--- src/hdl/zx_ports_pkg.sv ---
////////////////////////////////////////
// zx port block shared definitions
// port numbers, bus and read-claim types
////////////////////////////////////////

`default_nettype none

package zx_ports_pkg;

	// low-byte port numbers
	localparam logic [7:0] PORT_FE = 8'hFE; // border, keyboard
	localparam logic [7:0] PORT_F6 = 8'hF6; // alias of FE
	localparam logic [7:0] PORT_FD = 8'hFD; // ay and 7ffd
	localparam logic [7:0] PORT_F7 = 8'hF7; // eff7
	localparam logic [7:0] PORT_BF = 8'hBF; // config
	localparam logic [7:0] PORT_BE = 8'hBE; // read-back, nmi end
	localparam logic [7:0] SD_CFG  = 8'h77;
	localparam logic [7:0] SD_DAT  = 8'h57;

	// ide data pair
	localparam logic [7:0] IDE_DAT_LO = 8'h10;
	localparam logic [7:0] IDE_DAT_HI = 8'h11;

	// ide task file
	localparam logic [7:0] IDE_REG_30 = 8'h30;
	localparam logic [7:0] IDE_REG_50 = 8'h50;
	localparam logic [7:0] IDE_REG_70 = 8'h70;
	localparam logic [7:0] IDE_REG_90 = 8'h90;
	localparam logic [7:0] IDE_REG_B0 = 8'hB0;
	localparam logic [7:0] IDE_REG_D0 = 8'hD0;
	localparam logic [7:0] IDE_REG_F0 = 8'hF0;
	localparam logic [7:0] IDE_CTL_C8 = 8'hC8; // on cs1

	// number of read claimants on the data bus
	localparam int NUM_PEERS = 5;

	////////////////////////////////////////
	// bus types

	// z80 bus as every peer sees it
	typedef struct packed {
		logic [15:0] addr;
		logic [7:0]  din;
		logic        iorq_n;
		logic        rd_n;
		logic        wr_n;
	} z80_bus_t;

	// one-clock io strobes
	typedef struct packed {
		logic wr;
		logic rd;
	} io_strobe_t;

	// what a peer offers for the current IN
	typedef struct packed {
		logic       hit;  // address is ours
		logic [7:0] data;
	} rd_claim_t;

endpackage

`default_nettype wire

--- src/hdl/io_cycle_detect.sv ---
////////////////////////////////////////
// io cycle detector
// iorq with rd/wr to one-clock strobes
////////////////////////////////////////

`timescale 1ns/1ps
`default_nettype none

module io_cycle_detect
(
	input  wire                     zclk,
	input  wire                     rst_n,
	input  zx_ports_pkg::z80_bus_t  zbus,
	output zx_ports_pkg::io_strobe_t iostb
);
	logic wr_lvl;  // io write in progress
	logic rd_lvl;  // io read in progress
	logic wr_prev;
	logic rd_prev;

	assign wr_lvl = ~(zbus.iorq_n | zbus.wr_n);
	assign rd_lvl = ~(zbus.iorq_n | zbus.rd_n);

	// strobe on the first sample of each access
	always_ff @(posedge zclk or negedge rst_n)
	begin
		if (!rst_n)
		begin
			wr_prev  <= 1'b0;
			rd_prev  <= 1'b0;
			iostb.wr <= 1'b0;
			iostb.rd <= 1'b0;
		end
		else
		begin
			wr_prev  <= wr_lvl;
			rd_prev  <= rd_lvl;
			iostb.wr <= wr_lvl & ~wr_prev; // rising edge only
			iostb.rd <= rd_lvl & ~rd_prev;
		end
	end

endmodule

`default_nettype wire

--- src/hdl/read_data_arbiter.sv ---
////////////////////////////////////////
// read data arbiter
// picks the claiming peer for the z80 bus
////////////////////////////////////////

`timescale 1ns/1ps
`default_nettype none

module read_data_arbiter
#(
	parameter int NUM_PEERS = zx_ports_pkg::NUM_PEERS
)
(
	input  zx_ports_pkg::rd_claim_t claims [NUM_PEERS],
	input  zx_ports_pkg::z80_bus_t  zbus,
	output logic [7:0]              dout,
	output logic                    porthit,
	output logic                    dataout
);
	import zx_ports_pkg::*;

	logic ay_data; // FFFD is answered by the ay chip

	// walk from lowest priority so slot 0 ends on top
	always_comb
	begin
		dout    = 8'hFF; // idle bus value
		porthit = 1'b0;
		for (int i = NUM_PEERS - 1; i >= 0; i--)
		begin
			if (claims[i].hit)
			begin
				dout    = claims[i].data;
				porthit = 1'b1;
			end
		end
	end

	assign ay_data = (zbus.addr[7:0] == PORT_FD) && (zbus.addr[15:14] == 2'b11);

	// drive the bus only during our own IN
	assign dataout = porthit & ~zbus.iorq_n & ~zbus.rd_n & ~ay_data;

endmodule

`default_nettype wire

--- src/hdl/ula_ay_ports.sv ---
////////////////////////////////////////
// ula border/keyboard and ay select
////////////////////////////////////////

`timescale 1ns/1ps
`default_nettype none

module ula_ay_ports
(
	input  wire                      zclk,
	input  wire                      rst_n,
	input  zx_ports_pkg::z80_bus_t   zbus,
	input  zx_ports_pkg::io_strobe_t iostb,
	input  wire  [4:0]               keys_in,
	input  wire                      tape_read,
	output logic [3:0]               border,
	output logic                     ay_bc1,
	output logic                     ay_bdir,
	output zx_ports_pkg::rd_claim_t  claim
);
	import zx_ports_pkg::*;

	logic [7:0] loa;
	logic       fe_sel;  // FE or its F6 alias
	logic       ay_reg;  // FFFD, register select
	logic       ay_dat;  // BFFD, data write

	assign loa    = zbus.addr[7:0];
	assign fe_sel = (loa == PORT_FE) || (loa == PORT_F6);

	// border with bright bit from inverted a3
	always_ff @(posedge zclk or negedge rst_n)
	begin
		if (!rst_n)
			border <= 4'd0;
		else if (fe_sel && iostb.wr)
			border <= {~zbus.addr[3], zbus.din[2:0]};
	end

	////////////////////////////////////////
	// ay chip control

	assign ay_reg = (loa == PORT_FD) && (zbus.addr[15:14] == 2'b11);
	assign ay_dat = (loa == PORT_FD) && (zbus.addr[15:14] == 2'b10);

	// live bus qualified
	assign ay_bc1  = ay_reg & ~zbus.iorq_n & (~zbus.rd_n | ~zbus.wr_n);
	assign ay_bdir = (ay_reg | ay_dat) & ~zbus.iorq_n & ~zbus.wr_n;

	// FD claimed but read back as idle
	assign claim.hit  = fe_sel || (loa == PORT_FD);
	assign claim.data = fe_sel ? {1'b1, tape_read, 1'b0, keys_in} : 8'hFF;

endmodule

`default_nettype wire

--- src/hdl/mem_paging_regs.sv ---
////////////////////////////////////////
// memory paging registers 7ffd and eff7
// 48k lock and 1M page extension
////////////////////////////////////////

`timescale 1ns/1ps
`default_nettype none

module mem_paging_regs
(
	input  wire                      zclk,
	input  wire                      rst_n,
	input  zx_ports_pkg::z80_bus_t   zbus,
	input  zx_ports_pkg::io_strobe_t iostb,
	input  wire                      shadow,
	output logic [7:0]               p7ffd,
	output logic [7:0]               peff7,
	output logic [7:0]               p7ffd_raw,
	output logic [7:0]               peff7_raw,
	output logic [5:0]               pent1m_page,
	output logic                     pent1m_rom,
	output logic                     pent1m_1m_on,
	output logic                     pent1m_ram0_0,
	output zx_ports_pkg::rd_claim_t  claim
);
	import zx_ports_pkg::*;

	logic [7:0] p7ffd_int;
	logic [7:0] peff7_int;
	logic       block1m;   // eff7.2, back to 128k paging
	logic       block7ffd; // 48k lock
	logic       wr_7ffd;
	logic       wr_eff7;

	assign block1m   = peff7_int[2];
	assign block7ffd = p7ffd_int[5] & block1m;

	assign wr_7ffd = iostb.wr && (zbus.addr[7:0] == PORT_FD) && !zbus.addr[15] && !block7ffd;

	// EFF7 only outside shadow mode
	assign wr_eff7 = iostb.wr && (zbus.addr[7:0] == PORT_F7) && !zbus.addr[12]
		&& zbus.addr[8] && !shadow;

	// 2..0 page, 3 screen, 4 rom, 5 lock, 7..6 high page
	always_ff @(posedge zclk or negedge rst_n)
	begin
		if (!rst_n)
			p7ffd_int <= 8'h00;
		else if (wr_7ffd)
			p7ffd_int <= zbus.din;
	end

	// 0 p16c, 2 block1m, 3 ram0 at 0, 4 turbo off
	always_ff @(posedge zclk or negedge rst_n)
	begin
		if (!rst_n)
			peff7_int <= 8'h00;
		else if (wr_eff7)
			peff7_int <= zbus.din;
	end

	////////////////////////////////////////
	// outputs

	assign p7ffd = {(block1m ? 3'b000 : p7ffd_int[7:5]), p7ffd_int[4:0]};
	assign peff7 = block1m
		? {peff7_int[7], 1'b0, peff7_int[5:4], 3'b000, peff7_int[0]}
		: peff7_int;

	assign p7ffd_raw = p7ffd_int; // unmasked for BE read-back
	assign peff7_raw = peff7_int;

	assign pent1m_page   = {p7ffd_int[7:5], p7ffd_int[2:0]};
	assign pent1m_rom    = p7ffd_int[4];
	assign pent1m_1m_on  = ~peff7_int[2];
	assign pent1m_ram0_0 = peff7_int[3];

	// write only
	assign claim = '{hit: 1'b0, data: 8'hFF};

endmodule

`default_nettype wire

--- src/hdl/evo_config_port.sv ---
////////////////////////////////////////
// evo config port BF and read-back BE
////////////////////////////////////////

`timescale 1ns/1ps
`default_nettype none

module evo_config_port
(
	input  wire                      zclk,
	input  wire                      rst_n,
	input  zx_ports_pkg::z80_bus_t   zbus,
	input  zx_ports_pkg::io_strobe_t iostb,
	input  wire                      dos,
	input  wire  [7:0]               p7ffd_raw,
	input  wire  [7:0]               peff7_raw,
	output logic                     shadow,
	output logic                     romrw_en,
	output logic                     set_nmi,
	output logic                     clr_nmi,
	output zx_ports_pkg::rd_claim_t  claim
);
	import zx_ports_pkg::*;

	logic [7:0] loa;
	logic       shadow_en; // BF bit 0
	logic [7:0] be_mux;

	assign loa = zbus.addr[7:0];

	// BF write
	always_ff @(posedge zclk or negedge rst_n)
	begin
		if (!rst_n)
		begin
			shadow_en <= 1'b0;
			romrw_en  <= 1'b0;
			set_nmi   <= 1'b0;
		end
		else if ((loa == PORT_BF) && iostb.wr)
		begin
			shadow_en <= zbus.din[0];
			romrw_en  <= zbus.din[1];
			set_nmi   <= zbus.din[3];
		end
	end

	assign shadow  = dos | shadow_en;
	assign clr_nmi = (loa == PORT_BE) && iostb.wr; // nmi handler done

	// BE read-back selected by a11..8
	always_comb
	begin
		case (zbus.addr[11:8])
			4'hA:    be_mux = p7ffd_raw;
			4'hB:    be_mux = peff7_raw;
			default: be_mux = 8'hFF;
		endcase
	end

	assign claim.hit  = (loa == PORT_BF) || (loa == PORT_BE);
	assign claim.data = (loa == PORT_BF)
		? {4'b0000, set_nmi, 1'b0, romrw_en, shadow_en}
		: be_mux;

endmodule

`default_nettype wire

--- src/hdl/ide_bridge.sv ---
////////////////////////////////////////
// ide 8-to-16 bit data bridge
// normal and nemo-divide byte order
////////////////////////////////////////

`timescale 1ns/1ps
`default_nettype none

module ide_bridge
(
	input  wire                      zclk,
	input  wire                      rst_n,
	input  zx_ports_pkg::z80_bus_t   zbus,
	input  zx_ports_pkg::io_strobe_t iostb,
	input  wire  [15:0]              idein,
	output logic [15:0]              ideout,
	output logic                     idedataout,
	output logic [2:0]               ide_a,
	output logic                     ide_cs0_n,
	output logic                     ide_cs1_n,
	output logic                     ide_rd_n,
	output logic                     ide_wr_n,
	output zx_ports_pkg::rd_claim_t  claim
);
	import zx_ports_pkg::*;

	// normal read  #10 low, #11 high
	// divide read  #10 low, #10 high
	// normal write #11 high, #10 low
	// divide write #10 low, #10 high

	logic [7:0]  loa;
	logic        ide_ports; // ports wired to the drive
	logic        ide_any;   // drive ports plus #11
	logic        lo_sel;
	logic        hi_sel;
	logic        rd_trig;   // divide read, high byte next
	logic        wrlo_trig; // divide write, low byte stored
	logic        wrhi_trig; // normal write, high byte stored
	logic        rd_latch;  // trigger state seen by the cycle
	logic        wrlo_latch;
	logic        wrhi_latch;
	logic [15:0] idewrreg;  // pre-written half
	logic [7:0]  idehiin;   // high half of last drive read

	assign loa    = zbus.addr[7:0];
	assign lo_sel = (loa == IDE_DAT_LO);
	assign hi_sel = (loa == IDE_DAT_HI);

	always_comb
	begin
		case (loa)
			IDE_DAT_LO, IDE_REG_30, IDE_REG_50, IDE_REG_70, IDE_REG_90,
			IDE_REG_B0, IDE_REG_D0, IDE_REG_F0, IDE_CTL_C8:
				ide_ports = 1'b1;
			default:
				ide_ports = 1'b0;
		endcase
	end

	assign ide_any = ide_ports | hi_sel;

	////////////////////////////////////////
	// sequencing triggers

	always_ff @(posedge zclk or negedge rst_n)
	begin
		if (!rst_n)
		begin
			rd_trig   <= 1'b0;
			wrlo_trig <= 1'b0;
			wrhi_trig <= 1'b0;
		end
		else if (ide_any && (iostb.rd || iostb.wr))
		begin
			rd_trig   <= lo_sel && iostb.rd && !rd_trig;
			wrhi_trig <= hi_sel && iostb.wr;
			wrlo_trig <= lo_sel && iostb.wr && !wrhi_trig && !wrlo_trig;
		end
	end

	// hold the trigger state through the whole access
	// reloaded only while the bus is idle
	always_ff @(posedge zclk or negedge rst_n)
	begin
		if (!rst_n)
		begin
			rd_latch   <= 1'b0;
			wrlo_latch <= 1'b0;
			wrhi_latch <= 1'b0;
		end
		else
		begin
			if (zbus.iorq_n || zbus.rd_n)
				rd_latch <= rd_trig;
			if (zbus.iorq_n || zbus.wr_n)
			begin
				wrlo_latch <= wrlo_trig;
				wrhi_latch <= wrhi_trig;
			end
		end
	end

	// data halves
	always_ff @(posedge zclk)
	begin
		if (iostb.wr && hi_sel)
			idewrreg[15:8] <= zbus.din;
		if (iostb.wr && lo_sel && !wrlo_trig)
			idewrreg[7:0] <= zbus.din;
		if (iostb.rd && lo_sel && !rd_trig)
			idehiin <= idein[15:8]; // kept for the second read
	end

	////////////////////////////////////////
	// drive side

	assign ide_a     = zbus.addr[7:5];
	assign ide_cs0_n = ~ide_ports | (loa == IDE_CTL_C8);
	assign ide_cs1_n = ~ide_ports | (loa != IDE_CTL_C8);

	// no drive read on the divide high-byte #10
	assign ide_rd_n = zbus.iorq_n | zbus.rd_n | ~ide_ports | (rd_latch & lo_sel);

	// #10 writes to the drive only with a stored half
	assign ide_wr_n = zbus.iorq_n | zbus.wr_n | ~ide_ports
		| (lo_sel & ~wrlo_latch & ~wrhi_latch);

	assign idedataout = ide_rd_n;

	assign ideout[15:8] = wrhi_latch ? idewrreg[15:8] : zbus.din;
	assign ideout[7:0]  = wrlo_latch ? idewrreg[7:0] : zbus.din;

	assign claim.hit  = ide_any;
	assign claim.data = (hi_sel || (rd_latch && lo_sel)) ? idehiin : idein[7:0];

endmodule

`default_nettype wire

--- src/hdl/sd_port.sv ---
////////////////////////////////////////
// sd card control and data ports
////////////////////////////////////////

`timescale 1ns/1ps
`default_nettype none

module sd_port
(
	input  wire                      zclk,
	input  wire                      rst_n,
	input  zx_ports_pkg::z80_bus_t   zbus,
	input  zx_ports_pkg::io_strobe_t iostb,
	input  wire                      shadow,
	input  wire  [7:0]               sd_dataout,
	output logic                     sdcs_n,
	output logic                     sd_start,
	output logic [7:0]               sd_datain,
	output zx_ports_pkg::rd_claim_t  claim
);
	import zx_ports_pkg::*;

	logic [7:0] loa;
	logic       cfg_sel; // 77 normal, 57 with a15 in shadow
	logic       dat_wr;
	logic       dat_rd;

	assign loa = zbus.addr[7:0];

	assign cfg_sel = ((loa == SD_CFG) && !shadow)
		|| ((loa == SD_DAT) && shadow && zbus.addr[15]);

	assign dat_wr = iostb.wr && (loa == SD_DAT) && (!shadow || !zbus.addr[15]);
	assign dat_rd = iostb.rd && (loa == SD_DAT);

	// chip select from din bit 1
	always_ff @(posedge zclk or negedge rst_n)
	begin
		if (!rst_n)
			sdcs_n <= 1'b1;
		else if (cfg_sel && iostb.wr)
			sdcs_n <= zbus.din[1];
	end

	assign sd_start  = dat_wr | dat_rd;                  // spi byte kick
	assign sd_datain = zbus.wr_n ? 8'hFF : zbus.din;     // FF clocks in on reads

	// 77 reads 00, card present and writable
	assign claim.hit  = ((loa == SD_CFG) && !shadow) || (loa == SD_DAT);
	assign claim.data = (loa == SD_DAT) ? sd_dataout : 8'h00;

endmodule

`default_nettype wire

--- src/hdl/zx_ports_top.sv ---
////////////////////////////////////////
// zx port block top level
// z80 bus fan-out to port peers
////////////////////////////////////////

`timescale 1ns/1ps
`default_nettype none

module zx_ports_top
(
	input  wire         zclk,
	input  wire         rst_n,
	input  wire  [15:0] a,
	input  wire  [7:0]  din,
	input  wire         iorq_n,
	input  wire         rd_n,
	input  wire         wr_n,
	input  wire         dos,
	input  wire  [4:0]  keys_in,
	input  wire         tape_read,
	input  wire  [15:0] idein,
	input  wire  [7:0]  sd_dataout,
	output logic [7:0]  dout,
	output logic        dataout,
	output logic        porthit,
	output logic [3:0]  border,
	output logic        ay_bc1,
	output logic        ay_bdir,
	output logic [7:0]  p7ffd,
	output logic [7:0]  peff7,
	output logic [5:0]  pent1m_page,
	output logic        pent1m_rom,
	output logic        pent1m_1m_on,
	output logic        pent1m_ram0_0,
	output logic        romrw_en,
	output logic        set_nmi,
	output logic        clr_nmi,
	output logic [15:0] ideout,
	output logic        idedataout,
	output logic [2:0]  ide_a,
	output logic        ide_cs0_n,
	output logic        ide_cs1_n,
	output logic        ide_rd_n,
	output logic        ide_wr_n,
	output logic        sdcs_n,
	output logic        sd_start,
	output logic [7:0]  sd_datain
);
	import zx_ports_pkg::*;

	z80_bus_t   zbus;
	io_strobe_t iostb;
	rd_claim_t  claims [NUM_PEERS]; // slot 0 wins
	logic       shadow;             // dos or config shadow
	logic [7:0] p7ffd_raw;
	logic [7:0] peff7_raw;

	assign zbus = '{addr: a, din: din, iorq_n: iorq_n, rd_n: rd_n, wr_n: wr_n};

	io_cycle_detect u_cycle
	(
		.zclk  (zclk),
		.rst_n (rst_n),
		.zbus  (zbus),
		.iostb (iostb)
	);

	read_data_arbiter #(.NUM_PEERS(NUM_PEERS)) u_arb
	(
		.claims  (claims),
		.zbus    (zbus),
		.dout    (dout),
		.porthit (porthit),
		.dataout (dataout)
	);

	ula_ay_ports u_ula
	(
		.zclk      (zclk),
		.rst_n     (rst_n),
		.zbus      (zbus),
		.iostb     (iostb),
		.keys_in   (keys_in),
		.tape_read (tape_read),
		.border    (border),
		.ay_bc1    (ay_bc1),
		.ay_bdir   (ay_bdir),
		.claim     (claims[0])
	);

	mem_paging_regs u_paging
	(
		.zclk          (zclk),
		.rst_n         (rst_n),
		.zbus          (zbus),
		.iostb         (iostb),
		.shadow        (shadow),
		.p7ffd         (p7ffd),
		.peff7         (peff7),
		.p7ffd_raw     (p7ffd_raw),
		.peff7_raw     (peff7_raw),
		.pent1m_page   (pent1m_page),
		.pent1m_rom    (pent1m_rom),
		.pent1m_1m_on  (pent1m_1m_on),
		.pent1m_ram0_0 (pent1m_ram0_0),
		.claim         (claims[1])
	);

	evo_config_port u_config
	(
		.zclk      (zclk),
		.rst_n     (rst_n),
		.zbus      (zbus),
		.iostb     (iostb),
		.dos       (dos),
		.p7ffd_raw (p7ffd_raw),
		.peff7_raw (peff7_raw),
		.shadow    (shadow),
		.romrw_en  (romrw_en),
		.set_nmi   (set_nmi),
		.clr_nmi   (clr_nmi),
		.claim     (claims[2])
	);

	ide_bridge u_ide
	(
		.zclk       (zclk),
		.rst_n      (rst_n),
		.zbus       (zbus),
		.iostb      (iostb),
		.idein      (idein),
		.ideout     (ideout),
		.idedataout (idedataout),
		.ide_a      (ide_a),
		.ide_cs0_n  (ide_cs0_n),
		.ide_cs1_n  (ide_cs1_n),
		.ide_rd_n   (ide_rd_n),
		.ide_wr_n   (ide_wr_n),
		.claim      (claims[3])
	);

	sd_port u_sd
	(
		.zclk       (zclk),
		.rst_n      (rst_n),
		.zbus       (zbus),
		.iostb      (iostb),
		.shadow     (shadow),
		.sd_dataout (sd_dataout),
		.sdcs_n     (sdcs_n),
		.sd_start   (sd_start),
		.sd_datain  (sd_datain),
		.claim      (claims[4])
	);

endmodule

`default_nettype wire

--- config.mk ---
export PLATFORM = sky130hd
export DESIGN_NAME = zx_ports_top
export DESIGN_NICKNAME = d
export VERILOG_FILES = /design/src/hdl/zx_ports_pkg.sv /design/src/hdl/io_cycle_detect.sv /design/src/hdl/read_data_arbiter.sv /design/src/hdl/ula_ay_ports.sv /design/src/hdl/mem_paging_regs.sv /design/src/hdl/evo_config_port.sv /design/src/hdl/ide_bridge.sv /design/src/hdl/sd_port.sv /design/src/hdl/zx_ports_top.sv
export SDC_FILE = /design/constraint.sdc
export NUM_CORES = 1
export LEC_CHECK = 0
export BUFFER_PORTS_ARGS = -buffer_cell sky130_fd_sc_hd__buf_2
export CORE_MARGIN = 3
export CORE_UTILIZATION = 52
export DETAILED_ROUTE_END_ITERATION = 8
export HOLD_SLACK_MARGIN = 0.1
export PLACE_DENSITY = 0.95
export SYNTH_ARGS = -nofsm -noshare
export SYNTH_HDL_FRONTEND = slang
export SYNTH_SLANG_ARGS = --single-unit
--- constraint.sdc ---
create_clock -name zclk -period 3.99 [get_ports zclk]
set_input_delay 0 -clock zclk [delete_from_list [all_inputs] [get_ports zclk]]
set_output_delay 0 -clock zclk [all_outputs]
set_load 0.05 [all_outputs]
Yosys cells after proc, flatten, opt, wreduce, memory -nomap -nowiden. Index checks and enable logic that the tools add are counted.

Word-level logic and storage cells: 147. Memories: 0. RAM bits: 0. Bits in latches: 0. ROM bits: 0. Register bits: 58.

Reduce and logical (&&, ||, !) cells: 46. Shift-type cells: 0. Magnitude comparators: 0. Div/mod/pow operators: 0. Muxes and demuxes: 19. $add $sub $neg: 0. Bitwise gates (word level): 39. Equal/unequal tests: 23. Multiply operators: 0.

Operator list (count): == test 8 bit, second input constant (11); 2-to-1 mux 8 bit (10); == test 8 x 7 -> 1 bit, second input constant (4); logical AND 1 bit (28); == test 8 x 5 -> 1 bit, second input constant (2); one-hot mux 8 bit (2 select lines) (1); 2-to-1 mux 7 bit (2); AND 1 bit (13); NOT 1 bit (13); OR 1 bit (13); logical OR 1 bit (10); OR reduction 9 bit (1); == test 4 bit, second input constant (2); == test 8 x 6 -> 1 bit, second input constant (1); != test 8 bit, second input constant (1); zero test 1 bit (7); 2-to-1 mux 1 bit (5); == test 2 bit, second input constant (2); 2-to-1 mux 3 bit (1).

Longest topological paths before layout.
Depth after elaboration: 11. Mapped depth: 7.

Modules after synthesis. A second synthesis with hierarchy kept.

Cell total of the unflattened synthesis: 345. Area total of the unflattened synthesis: 3821.2 µm².

By module, submodules not included: ide_bridge (area an instance 1485.2 µm², times used 1, cells an instance 99); mem_paging_regs (area an instance 914.6 µm², times used 1, cells an instance 75); read_data_arbiter (area an instance 381.6 µm², times used 1, cells an instance 65); evo_config_port (area an instance 360.3 µm², times used 1, cells an instance 37); ula_ay_ports (area an instance 325.3 µm², times used 1, cells an instance 31); sd_port (area an instance 231.5 µm², times used 1, cells an instance 30); io_cycle_detect (area an instance 122.6 µm², times used 1, cells an instance 8).

Worst setup path after synthesis. OpenSTA, ideal clock, no wires.

Path type: input -> output. From: in a[3]. To: out dataout. Path slack: 1.438 ns. Buffers on the path: 1. Arrival time: 2.552 ns. Data required time: 3.990 ns. Stages: 5. Path through: buf_6 > or4b_4 > o21ai_2 > nor3b_1 > nor4_1.

Cells in the longest elaborated chain, start to end: 10. Elaborated cells between the ends (all ways): 34.

Ends and longest elaborated chain: start: declaration (RTL line zx_ports_top.sv:13) `input wire [15:0] a,`; == test 8 x 6 -> 1 bit (tied with other cells) (RTL line ide_bridge.sv:52) `case (loa)`; OR reduction 9 bit or logical AND 1 bit (tied branches) (RTL line ide_bridge.sv:52, sd_port.sv:49); 2-to-1 mux 1 bit or logical OR 1 bit (tied branches) (RTL line ide_bridge.sv:52, sd_port.sv:49); OR 1 bit or 2-to-1 mux 1 bit (tied branches) (RTL line ide_bridge.sv:61, read_data_arbiter.sv:31); 2-to-1 mux 1 bit (3 in series) (RTL line read_data_arbiter.sv:31) `if (claims[i].hit)`; AND 1 bit (2 in series) (RTL line read_data_arbiter.sv:42) `assign dataout = porthit & ~zbus.iorq_n & ~zbus.rd_n & ~ay_data;`; AND 1 bit * (RTL line read_data_arbiter.sv:42); end: declaration (RTL line zx_ports_top.sv:24) `output logic dataout,`.

Every way passes the cells marked *; elsewhere a longest branch is shown, timed or not.

Worst setup path in the final report.
From: in a[3]. To: out dout[6].

Cells in the longest elaborated chain, start to end: 7. Elaborated cells between the ends (all ways): 35.

Ends and longest elaborated chain: == test 8 x 6 -> 1 bit (tied with other cells) (RTL line ide_bridge.sv:52); OR reduction 9 bit (tied with other cells) (RTL line ide_bridge.sv:52); 2-to-1 mux 1 bit (tied with other cells) (RTL line ide_bridge.sv:52); OR 1 bit (tied with other cells) (RTL line ide_bridge.sv:61) `assign ide_any = ide_ports | hi_sel;`; 2-to-1 mux 8 bit (2 in series) (RTL line read_data_arbiter.sv:31); 2-to-1 mux 8 bit * (RTL line read_data_arbiter.sv:31); end: declaration (RTL line zx_ports_top.sv:23) `output logic [7:0] dout,`.

Marked as above.

==> results.py <==
metrics = {
    "routing": {
        "drt_iter0_drc": 226,
        "vias_per_cell": 5.83,
        "drt_first_pass_iters": 5,
        "antenna_left": 0,
        "drc": 0,
        "finalWirelength_um": 9920,
        "avgRoutedWirePerCell_um": 19.0,
        "vias": 3037,
    },
    "pwr": {
        "pwr-share-clk": 0.389,
        "power_frac_comb": 0.169,
        "intPower_mw": 1.05,
        "p_sw_mw": 0.390,
        "power_density_nw_per_um2": 332,
        "vdd_ir_drop_max_v": 0.000260,
        "total_power_mw": 1.44,
        "p_leak_nw": 2.01,
        "swShare": 0.270,
        "power_frac_seq": 0.443,
    },
    "floorplanning": {
        "die_w_um": 85.3,
        "die_h_um": 85.3,
        "pin_count": 138,
        "core_sq_um": 5990,
        "num_rows": 28,
        "start_util": 0.546,
        "die-area_sq_um": 7270,
    },
    "setup_path": {
        "cp.required_ns": 3.99,
        "worstPathArrival_ns": 2.96,
        "worstSetupPathType": "input port to output port",
        "crit_fanout": 10,
        "crit_path_start_kind": "input port",
        "cp-end-kind": "output port",
    },
    "global_route": {
        "grt_pass1_vias": 3116,
        "track_usage": 0.276,
        "grt_max_degree": 35,
        "gr-total-overflow": 0,
        "grt_antenna_before_repair": 0,
        "grt_pass1_wl_um": 15800,
    },
    "layout": {
        "area_growth_pct": 33.2,
        "layout-drive-gt1-share": 0.466,
        "finalNetCount": 501,
        "postLayoutCoreUtil": 0.727,
        "antenna-diode-count": 0,
    },
    "run_status": {
        "status": "complete, no violations",
    },
    "synth": {
        "synth_edf_count": 24,
        "async_flop_share": 0.586,
        "synth_seq_cells": 58,
        "synth_area_leader_cell": "dfrtp_1",
        "synth_cell_types": 52,
        "ys_seq_area_frac": 0.481,
        "synthCells": 292,
        "syn-cell-area_sq_um": 3270,
        "synth_nets": 352,
        "synth-main-ff-cell": "dfrtp_1",
        "avgSynthCellArea_sq_um": 11.2,
        "synthTopCellsByArea": "dfrtp_1, edfxtp_1, mux2_2, mux2i_1, buf_4",
        "ys_warn_count": 0,
        "synth_top_area_frac": 0.253,
    },
    "timing": {
        "rsz0062_at_grt": "no",
        "finalCritPeriodShare": 0.741,
        "worst_pin_slew_ns": 0.830,
        "setup_tns_ns": 0,
        "hold_viol": 0,
        "relSlewSlack": 0.444,
        "clock_skew_ns": 0.00651,
        "setup-violations-final": 0,
        "min_period_ns": 2.96,
        "fmax_mhz": 338,
        "final_max_slew_viol_count": 0,
    },
    "cts": {
        "clkLatencyLatePin_ns": 0.33,
        "cts-resized-gates": 0,
        "cts_max_level": 3,
        "cts.sinks": 58,
        "clockRootBuffer": "clkbuf_8",
        "cts_tree": "built",
        "cts_buffer_depth": 2,
        "cts_buffers": 9,
        "path_clk_slew_ns": 0.06,
    },
    "place": {
        "place_hpwl_um": 6790,
        "numPortBuffers": 135,
        "routabilityCongestion": 0.985,
    },
    "run": {
        "maxCapViolations": 0,
    },
    "hold_path": {
        "hp-class": "input port to flip-flop",
    },
}
==> final cells by class <==
type	instances	area [sq um]
clock buffer	14	173
clock inverter	2	35.0
inverter	5	18.8
timing repair buffer	162	938
multi-input combinational	205	1520
tap	75	93.8
sequential	58	1570
fill	411	1640
==> stage by stage <==
step / instance area [sq um] / hold WS [ns] / setup WS, ns / cells
floorplan: 3270 / -0.296 / 1.44 / 292
global placement: 3910 / 0.0952 / 1.65 / 481
detailed placement: 3910 / 0.102 / 1.61 / 481
CTS: 4350 / 0.202 / 1.08 / 521
global route: 4350 / 0.238 / 0.878 / 521
finish: 4350 / 0.212 / 1.03 / 521
==> path summary, 6_finish.rpt <==
check | startpoint | endpoint | slack, ns | cells past startpoint
max reg2reg | u_cycle.iostb[1] | u_paging.peff7_raw[0] | 2.25 | 3
max in group asynchronous | rst_n | u_ula.border[1] | 3.22 | 2
min reg2reg | u_ide.wrhi_trig | u_ide.wrhi_trig | 0.48 | 1
min | dos | u_paging.peff7_raw[2] | 0.21 | 5
max | a[3] | dout[6] | 1.03 | 8
min in group asynchronous | rst_n | u_paging.p7ffd_raw[7] | 0.29 | 2
==> worst max-delay path: stages <==
cell and delay, ns:
dlygate4sd3_1 0.53, buf_2 0.18, or4b_4 0.55, nor3b_2 0.69, mux2i_1 0.20, a221oi_1 0.37
o22a_1 0.17, buf_2 0.25
==> cells in the final DEF (no fill, tap or decap), drive strengths merged, types with 4 or more instances in the layout <==
cell | Yosys | layout
mux2i | 13 | 13
nor3 | 6 | 6
mux2 | 40 | 40
inv | 5 | 5
edfxtp | 24 | 24
nor3b | 6 | 6
o22ai | 5 | 5
buf | 15 | 138
nor2 | 8 | 8
dlygate4sd3 | 0 | 24
nand2 | 23 | 23
a21oi | 8 | 8
o21ai | 14 | 14
or2 | 8 | 8
dfrtp | 33 | 33
a22o | 4 | 4
nand3 | 9 | 9
clkbuf | 9 | 14
o21a | 5 | 5
nor2b | 13 | 13
==> metal layers <==
| metal | wire length [um] | global-route usage | vias to the layer above |
|---|---|---|---|
| met2 | 4850 | 0.460 | 182 |
| met5 | 0 | 0 | - |
| met1 | 3920 | 0.338 | 1457 |
| met4 | 319 | 0.117 | 0 |
| li1 | - | - | 1371 |
| met3 | 831 | 0.0738 | 27 |
==> power groups by stage <==
stage                     Sequential [mW]  Combinational, mW  Clock (mW)
after floorplan                     0.657              0.148           0
after global placement              0.650              0.216           0
after detailed placement            0.650              0.220           0
after CTS                           0.639              0.239       0.566
after global routing                0.640              0.257       0.600
final                               0.639              0.243       0.561
==> sequential cells by signal, summed over array words and instances (netlist names) <==
signal,flops
u_paging.p7ffd_raw,8
u_config.shadow_en,1
u_paging.peff7_raw,8
u_ide.wrlo_latch,1
u_ide.wrhi_latch,1
u_ide.rd_latch,1
u_ide.idehiin,8
u_cycle.iostb,2
u_ide.idewrreg,16
u_config.romrw_en,1
u_sd.sdcs_n,1
u_cycle.rd_prev,1
u_ula.border,4
u_ide.wrlo_trig,1
u_ide.rd_trig,1
u_ide.wrhi_trig,1
u_cycle.wr_prev,1
u_config.set_nmi,1
==> synthesized netlist by cell type (2+ instances only) <==
library cell,instances
nand3_1,9
nand2_1,23
buf_4,13
buf_6,2
inv_1,5
and2b_1,2
or2_2,8
mux2i_1,13
dfrtp_1,33
nor2_1,8
mux2_2,40
clkbuf_1,9
a31o_2,2
edfxtp_1,24
a31oi_1,2
a22o_1,4
nor3b_1,5
o21a_1,5
a211oi_1,2
o22ai_1,5
and2_1,3
a21o_1,3
nor4b_1,2
a221oi_1,2
and3_1,3
nor3_1,6
nor2b_1,13
o22a_1,3
o21ai_0,13
a21oi_1,8
==> kinds of logic (layout without fill, tap and decap cells) <==
group | count (synthesis) | after routing | share of synthesized area
compound gates | 55 | 55 | 0.114
buf+inv | 29 | 183 | 0.0528
flops | 58 | 58 | 0.481
mux | 53 | 53 | 0.178
other cells | 1 | 1 | 0.00115
simple gates | 96 | 96 | 0.173
==> timing repair <==
action                    CTS  global route
hold endpoints to repair   85             0
hold buffers               24             0
setup buffers               0             0
Note: power is estimated with default switching activity, not from simulation.
